<file path="src/rtl/usb_track_params.svh">
/* USB bus tracker constants
   End-of-packet SE0 run length and the widths of the tracker counters */

`ifndef USB_TRACK_PARAMS_SVH
`define USB_TRACK_PARAMS_SVH

////////////////////
// SE0 run detection
////////////////////

// Counter value at which a device-owned line is handed back
// Eight SE0 samples in a row are two full-speed bit times at four samples per bit
`define USB_SE0_END_CNT 7

// Wide enough to hold the end count, the counter wraps past it
`define USB_SE0_CNT_W 3

////////////////////
// Packet counting
////////////////////

// Finished device packets are counted modulo 2**width
`define USB_PKT_CNT_W 8

`endif
</file>
<file path="src/rtl/usb_track_pkg.sv">
/* Types shared by the USB bus tracker and its testbench
   Counter vectors and the flip-corrected line state */

package usb_track_pkg;

  `include "usb_track_params.svh"

  ////////////////////
  // Counter types
  ////////////////////

  // Length of the current run of SE0 samples
  typedef logic [`USB_SE0_CNT_W-1:0] se0_cnt_t;

  // Number of device packets seen so far, wraps on overflow
  typedef logic [`USB_PKT_CNT_W-1:0] pkt_cnt_t;

  ////////////////////
  // Bus line state
  ////////////////////

  // State of the pair after the pin-flip correction has been applied
  // J and K are named from the true D+ and D- roles, not the wires
  typedef enum logic [1:0] {
    LS_SE0 = 2'b00,
    LS_J   = 2'b01,
    LS_K   = 2'b10,
    LS_SE1 = 2'b11
  } line_state_e;

endpackage

</file>
<file path="src/rtl/usb_bus_track.sv">
/* Full-speed USB bus direction tracker
   Pull-up detection, device drive tracking and line state report */

`timescale 1ns/100ps

module usb_bus_track (
  input  logic                       clk_i,
  input  logic                       rst_ni,
  input  logic                       enable_i,
  input  logic                       sense_i,
  input  logic                       host_dp_en_i,
  input  logic                       host_dn_en_i,
  input  logic                       usb_p_i,
  input  logic                       usb_n_i,
  output logic                       pullup_dp_o,
  output logic                       pullup_dn_o,
  output logic                       dev_dp_en_o,
  output logic                       dev_dn_en_o,
  output usb_track_pkg::line_state_e line_state_o,
  output usb_track_pkg::pkt_cnt_t    pkt_cnt_o
);

  // Pull-up flags fan out to both downstream blocks
  logic pullup_dp;
  logic pullup_dn;
  // End of a device packet, one cycle wide
  logic dev_release;

  ////////////////////
  // Input side
  ////////////////////

  usb_pullup_detect u_pullup_detect (
    .clk_i       (clk_i),
    .rst_ni      (rst_ni),
    .enable_i    (enable_i),
    .sense_i     (sense_i),
    .usb_p_i     (usb_p_i),
    .usb_n_i     (usb_n_i),
    .pullup_dp_o (pullup_dp),
    .pullup_dn_o (pullup_dn)
  );

  ////////////////////
  // Drive tracking
  ////////////////////

  usb_drive_track u_drive_track (
    .clk_i         (clk_i),
    .rst_ni        (rst_ni),
    .enable_i      (enable_i),
    .sense_i       (sense_i),
    .pullup_dp_i   (pullup_dp),
    .pullup_dn_i   (pullup_dn),
    .host_dp_en_i  (host_dp_en_i),
    .host_dn_en_i  (host_dn_en_i),
    .usb_p_i       (usb_p_i),
    .usb_n_i       (usb_n_i),
    .dev_dp_en_o   (dev_dp_en_o),
    .dev_dn_en_o   (dev_dn_en_o),
    .dev_release_o (dev_release)
  );

  ////////////////////
  // Output side
  ////////////////////

  // Only the D- flag is needed here since it alone selects the flip
  usb_line_report u_line_report (
    .clk_i         (clk_i),
    .rst_ni        (rst_ni),
    .pullup_dn_i   (pullup_dn),
    .dev_release_i (dev_release),
    .usb_p_i       (usb_p_i),
    .usb_n_i       (usb_n_i),
    .line_state_o  (line_state_o),
    .pkt_cnt_o     (pkt_cnt_o)
  );

  assign pullup_dp_o = pullup_dp;
  assign pullup_dn_o = pullup_dn;

endmodule

</file>
<file path="src/rtl/usb_line_report.sv">
/* Line state report
   Registers the pin-flip corrected bus state and counts device packets */

`timescale 1ns/100ps

module usb_line_report (
  input  logic                     clk_i,
  input  logic                     rst_ni,
  input  logic                     pullup_dn_i,
  input  logic                     dev_release_i,
  input  logic                     usb_p_i,
  input  logic                     usb_n_i,
  output usb_track_pkg::line_state_e line_state_o,
  output usb_track_pkg::pkt_cnt_t    pkt_cnt_o
);

  import usb_track_pkg::*;

  logic        j_line;
  logic        k_line;
  line_state_e line_state_d;
  line_state_e line_state_q;
  pkt_cnt_t    pkt_cnt_q;

  ////////////////////
  // Flip correction
  ////////////////////

  // A flipped device carries its true D+ on usb_n, so the roles swap
  // Before any pull-up is latched usb_p is taken as the J line
  assign j_line = pullup_dn_i ? usb_n_i : usb_p_i;
  assign k_line = pullup_dn_i ? usb_p_i : usb_n_i;

  always_comb begin
    unique case ({k_line, j_line})
      2'b00:   line_state_d = LS_SE0;
      2'b01:   line_state_d = LS_J;
      2'b10:   line_state_d = LS_K;
      default: line_state_d = LS_SE1;
    endcase
  end

  // One cycle from sample to report
  always_ff @(posedge clk_i or negedge rst_ni) begin
    if (!rst_ni) begin
      line_state_q <= LS_SE0;
    end else begin
      line_state_q <= line_state_d;
    end
  end

  ////////////////////
  // Packet counter
  ////////////////////

  // Each release pulse marks the end of one device packet
  // The count wraps silently at its width
  always_ff @(posedge clk_i or negedge rst_ni) begin
    if (!rst_ni) begin
      pkt_cnt_q <= '0;
    end else if (dev_release_i) begin
      pkt_cnt_q <= pkt_cnt_q + 1'b1;
    end
  end

  assign line_state_o = line_state_q;
  assign pkt_cnt_o    = pkt_cnt_q;

endmodule

</file>
<file path="src/rtl/usb_drive_track.sv">
/* Device drive tracking
   Rebuilds per-line device drive enables from departures out of bus Idle
   and hands the lines back after an SE0 run that marks end of packet */

`timescale 1ns/100ps

`include "usb_track_params.svh"

module usb_drive_track (
  input  logic clk_i,
  input  logic rst_ni,
  input  logic enable_i,
  input  logic sense_i,
  input  logic pullup_dp_i,
  input  logic pullup_dn_i,
  input  logic host_dp_en_i,
  input  logic host_dn_en_i,
  input  logic usb_p_i,
  input  logic usb_n_i,
  output logic dev_dp_en_o,
  output logic dev_dn_en_o,
  output logic dev_release_o
);

  import usb_track_pkg::*;

  // Bit 0 is the usb_p wire and bit 1 the usb_n wire throughout this block
  logic [1:0] line;
  logic [1:0] idle;
  logic [1:0] host_en;
  logic [1:0] claim;
  logic [1:0] dev_en;
  logic [1:0] dev_en_q;
  logic [1:0] release_vec;
  logic       track_en;
  logic       se0;
  logic       se0_end;
  se0_cnt_t   se0_cnt_q;

  assign line    = {usb_n_i, usb_p_i};
  assign host_en = {host_dn_en_i, host_dp_en_i};

  // The wire carrying the true D+ rests high, so Idle is just the pull-up flag
  assign idle = {pullup_dn_i, pullup_dp_i};

  // Tracking only makes sense with VSENSE applied and a device attached
  assign track_en = enable_i & sense_i & (pullup_dp_i | pullup_dn_i);

  ////////////////////
  // SE0 run counter
  ////////////////////

  assign se0 = ~usb_p_i & ~usb_n_i;

  // This is only an approximation of EOP and it also runs during bus reset
  // Any non-SE0 sample, or tracking switched off, restarts the run
  always_ff @(posedge clk_i or negedge rst_ni) begin
    if (!rst_ni) begin
      se0_cnt_q <= '0;
    end else if (enable_i && se0) begin
      se0_cnt_q <= se0_cnt_q + 1'b1;
    end else begin
      se0_cnt_q <= '0;
    end
  end

  // True while the 8th SE0 sample in a row is on the bus
  assign se0_end = (se0_cnt_q == se0_cnt_t'(`USB_SE0_END_CNT));

  ////////////////////
  // Drive enables
  ////////////////////

  // A line that leaves its Idle level is being driven by the device
  assign claim = track_en ? (line ^ idle) : 2'b00;

  // The host enables win, otherwise ownership is held or newly claimed
  // Claiming is combinational so the enable rises in the departing cycle
  assign dev_en = ~host_en & (dev_en_q | claim);

  // An owned line goes back once the SE0 run reaches its end count
  assign release_vec = {2{track_en & se0_end}} & dev_en_q & ~host_en;

  always_ff @(posedge clk_i or negedge rst_ni) begin
    if (!rst_ni) begin
      dev_en_q <= 2'b00;
    end else if (track_en) begin
      // Host driving also clears ownership, since dev_en is low then
      dev_en_q <= dev_en & ~release_vec;
    end
  end

  assign dev_dp_en_o = dev_en[0];
  assign dev_dn_en_o = dev_en[1];

  // One pulse per finished packet even when both lines were owned
  assign dev_release_o = |release_vec;

endmodule

</file>
<file path="src/rtl/usb_pullup_detect.sv">
/* Pull-up detection
   Latches the first line the device pulls high once VSENSE is applied */

`timescale 1ns/100ps

module usb_pullup_detect (
  input  logic clk_i,
  input  logic rst_ni,
  input  logic enable_i,
  input  logic sense_i,
  input  logic usb_p_i,
  input  logic usb_n_i,
  output logic pullup_dp_o,
  output logic pullup_dn_o
);

  ////////////////////
  // Detection window
  ////////////////////

  logic pullup_dp_q;
  logic pullup_dn_q;
  logic pullup_seen;
  logic detect_en;

  // Once either flag is set the device is attached and later line activity
  // is ordinary traffic, so the window closes for good
  assign pullup_seen = pullup_dp_q | pullup_dn_q;

  // Only look while the host is tracking and VSENSE is present
  assign detect_en = enable_i & sense_i & ~pullup_seen;

  ////////////////////
  // Sticky flags
  ////////////////////

  // Both flags may set on the same edge if both lines read high together
  // A set D- flag means the device is pin-flipped, its true D+ sits on usb_n
  always_ff @(posedge clk_i or negedge rst_ni) begin
    if (!rst_ni) begin
      pullup_dp_q <= 1'b0;
      pullup_dn_q <= 1'b0;
    end else if (detect_en) begin
      if (usb_p_i) begin
        pullup_dp_q <= 1'b1;
      end
      if (usb_n_i) begin
        pullup_dn_q <= 1'b1;
      end
    end
  end

  // The flags also give the Idle level of each line to the rest of the tracker
  assign pullup_dp_o = pullup_dp_q;
  assign pullup_dn_o = pullup_dn_q;

endmodule

</file>
<file path="config.mk">
export PLATFORM = sky130hd
export DESIGN_NAME = usb_bus_track
export DESIGN_NICKNAME = d
export VERILOG_FILES = /design/src/rtl/usb_track_pkg.sv /design/src/rtl/usb_bus_track.sv /design/src/rtl/usb_line_report.sv /design/src/rtl/usb_drive_track.sv /design/src/rtl/usb_pullup_detect.sv
export VERILOG_INCLUDE_DIRS = /design/src /design/src/rtl
export SDC_FILE = /design/constraint.sdc
export NUM_CORES = 1
export LEC_CHECK = 0
export ABC_CLOCK_PERIOD_IN_PS = 2100
export BUFFER_PORTS_ARGS = -buffer_cell sky130_fd_sc_hd__buf_2
export CAP_MARGIN = 20
export CELL_PAD_IN_SITES_DETAIL_PLACEMENT = 0
export CELL_PAD_IN_SITES_GLOBAL_PLACEMENT = 1
export CORE_AREA = 2 2 51 53
export CTS_CLUSTER_SIZE = 20
export DETAILED_ROUTE_END_ITERATION = 10
export DIE_AREA = 0 0 53 55
export PLACE_DENSITY_LB_ADDON = 0.1
export SYNTH_ARGS = -nofsm -noshare
export SYNTH_HDL_FRONTEND = slang
export SYNTH_SLANG_ARGS = --single-unit
export TNS_END_PERCENT = 30
</file>
<file path="constraint.sdc">
create_clock -name clk_i -period 2.1 [get_ports clk_i]
set_input_delay 0.315 -clock clk_i [delete_from_list [all_inputs] [get_ports clk_i]]
set_output_delay 0.315 -clock clk_i [all_outputs]
set_load 0.02 [all_outputs]
</file>
==> results.toml <==
[floorplanning]
die-area_sq_um = 2920
ios = 22
die_y_um = 55
die_w_um = 53
rows = 18
initial_core_util_pct = 37.7
core-area_sq_um = 2360

[clock_network]
post_cts_buffers = 0
clock-root-buffer = "clkbuf_4"
numCtsBuffers = 3
cts_tree = "done"
path_clk_slew_ps = 110
clk_latency_ps = 290
clock_sinks = 17
htree_levels = 1
clock_path_buffers = 2

[sta]
rsz0062_at_grt = "false"
final.setup.tns_ps = 0
slew_viol_final = 0
min_period_over_period_pct = 83.2
tightest_slew_ps = 486
fmax_ghz = 0.572
final.min_clock_period_ps = 1750
slew-limit-headroom_pct = 67.6
finalHoldViolations = 0
clock_skew_ps = 11.4
setup_viol = 0

[run]
maxCapViolCount = 0

[global_routing]
grt.overflow.total = 0
antenna_found_initial = 0
grt_max_degree = 18
grt_pass1_wl_mm = 2.93
grtUsageTotal_pct = 14.4
first_global_vias = 621

[placement]
dpl.hpwl_mm = 1.24
gp_congestion = 0.695
port_buffers = 21

[routing]
drtIter0Drc = 1
drc = 0
firstDrtPassIters = 3
ant_nets = 0
wirelength_mm = 1.64
route.vias.total = 612
wl_per_cell_um = 13.0
routed_via_density = 4.86

[critical_path]
rrSetupSlack_ps = 490
max_stage_delay_ps = 490
arrival_ps = 1430
cp.required_ps = 1780
crit_path_start = "u_pullup_detect.pullup_dn_o$_DFFE_PN0P_"
r2r_start = "u_drive_track.se0_cnt_q[0]$_DFF_PN0_"
path_max_fanout = 7
cp_cell_sequence = "o211ai_2 > nand2b_1 > a21oi_1 > buf_2"
cpMaxStageDelayCell = "dfrtp_1"
start_kind = "flop"
cp-end-kind = "output port"
path_class = "reg -> out"

[synthesis]
synth.distinct_cells = 28
synth-edff-count = 0
syn_nets = 82
yosys-top-cells-count = "17 x dfrtp_1, 9 x xor2_1, 4 x a2111oi_2"
ys_seq_area_share_pct = 47.8
avgSynthCellArea_sq_um = 12.5
yosysTopAreaCell = "dfrtp_1"
ys_ff_latch = 17
yosysMostFrequentCell = "dfrtp_1"
syn_inst = 71
synthTopCellsByArea = "dfrtp_1 48%, xor2_1 8.8%, a2111oi_2 6.7%"
ys_async_sr_fraction_pct = 100
yosysWarningCount = 0
synth_top_area_share_pct = 47.8
syn-cell-area_sq_um = 891
synthFlopType = "dfrtp_1"

[pwr]
p_sw_share_pct = 27.7
ir_drop_uv = 520
power.share.clock_pct = 28.9
p_leak_nw = 0.546
p_per_area_nw_per_um2 = 568
comb_power_share_pct = 13.5
p_switching_mw = 0.167
fin_total_pwr_mw = 0.603
intPower_mw = 0.436
seqPwrFrac_pct = 57.5

[final_layout]
drive_above_1_share_pct = 39.6
nNetsFinal = 108
diodes = 0
n_fill_cell = 250
final_util_pct = 44.9
area_growth_pct = 19.2

[outcome]
status = "finished clean"

[hold_path]
worstHoldStart = "host_dp_en_i"
hold_path_class = "in -> reg"
==> final timing paths <==
kind	endpoint	cells past startpoint
worst max-delay path	dev_dn_en_o	4
worst min-delay path	u_drive_track.dev_en_q[0]$_DFFE_PN0P_	2
worst max register to register	u_line_report.pkt_cnt_o[1]$_DFFE_PN0P_	5
worst min register to register	u_drive_track.se0_cnt_q[0]$_DFF_PN0_	1
max in group asynchronous	u_drive_track.dev_en_q[0]$_DFFE_PN0P_	2
min in group asynchronous	u_line_report.pkt_cnt_o[0]$_DFFE_PN0P_	2
==> through the flow <==
step	worst slack [ps]	cells	cell area (sq um)	hold WS (ps)
floorplan	411	71	891	19.4
CTS	318	126	1060	216
finish	353	126	1060	225
global route	237	126	1060	215
global placement	468	121	1020	266
detailed placement	471	121	1020	268
==> placed cells by master, fill, tap and decap left out <==
cell type	count
o31ai_1	2
nand4b_1	1
dlygate4sd3_1	1
mux2_1	1
inv_2	1
a211oi_2	2
buf_4	1
a2111oi_2	4
o211ai_2	1
nor2b_1	1
and2_1	2
a41o_1	1
nand2b_4	1
dfrtp_1	17
nand3_1	3
inv_1	3
buf_2	21
nor2_1	1
clkbuf_4	3
nand4_1	2
xor2_1	9
ha_1	3
clkinv_2	1
nand2_1	3
nor3b_1	1
o21ai_0	1
a2111oi_4	1
a21oi_1	2
nand2b_1	3
mux2_2	2
a2bb2oi_1	1
==> state kept, by name (all words and copies together) (netlist names) <==
signal / count
u_line_report.pkt_cnt_o: 8
u_drive_track.se0_cnt_q: 3
u_drive_track.dev_en_q: 2
u_line_report.line_state_o: 2
u_pullup_detect.pullup_dn_o: 1
u_pullup_detect.pullup_dp_o: 1
==> power by group through the flow <==
stage,sequential (mW),combinational (mW),clock [mW]
3_5_place_dp,0.353,0.0821,0
2_1_floorplan,0.354,0.0509,0
5_1_grt,0.349,0.0924,0.205
6_report,0.347,0.0815,0.175
3_3_place_gp,0.354,0.0817,0
4_1_cts,0.347,0.0837,0.189
==> final cells by class <==
| type | count | area [sq um] | area share, % |
|---|---|---|---|
| well taps | 30 | 37.5 | 3.53 |
| repair buffers | 23 | 123 | 11.5 |
| flip-flops and latches | 17 | 425 | 40.0 |
| clock buffers | 3 | 22.5 | 2.12 |
| multi-input cells | 48 | 434 | 40.9 |
| inverters | 4 | 15.0 | 1.41 |
| clock inverters | 1 | 5.00 | 0.471 |
==> cells by family (layout without fill, tap and decap cells) <==
family	Yosys count	count (layout)	synth area share (%)
buf+inv	6	31	3.51
simple gates	18	18	12.4
mux	3	3	3.79
xor+xnor	9	9	8.85
fa+ha+maj	3	3	4.21
compound gates	15	15	19.5
flops	17	17	47.8
==> metal layers <==
layer | vias up | share of wire (%) | GRT usage (%)
li1 | 306 | - | -
met1 | 288 | 43 | 16.6
met2 | 16 | 50 | 24.8
met3 | 2 | 5.8 | 5.91
met4 | 0 | 0.92 | 3.85
met5 | - | 0 | 0
==> worst max-delay path: cells and delay by family (launching register included) <==
kind            cells  cell delay (ps)
flops               1              490
compound gates      2              290
simple gates        1              190
buf+inv             1              180
==> timing repair <==
| action | 4_1_cts | 5_1_grt |
|---|---|---|
| hold endpoints to repair | 17 | 0 |
| resized for setup | 0 | 0 |
| hold buffers | 1 | 0 |
(Power assumes the default switching activity.)
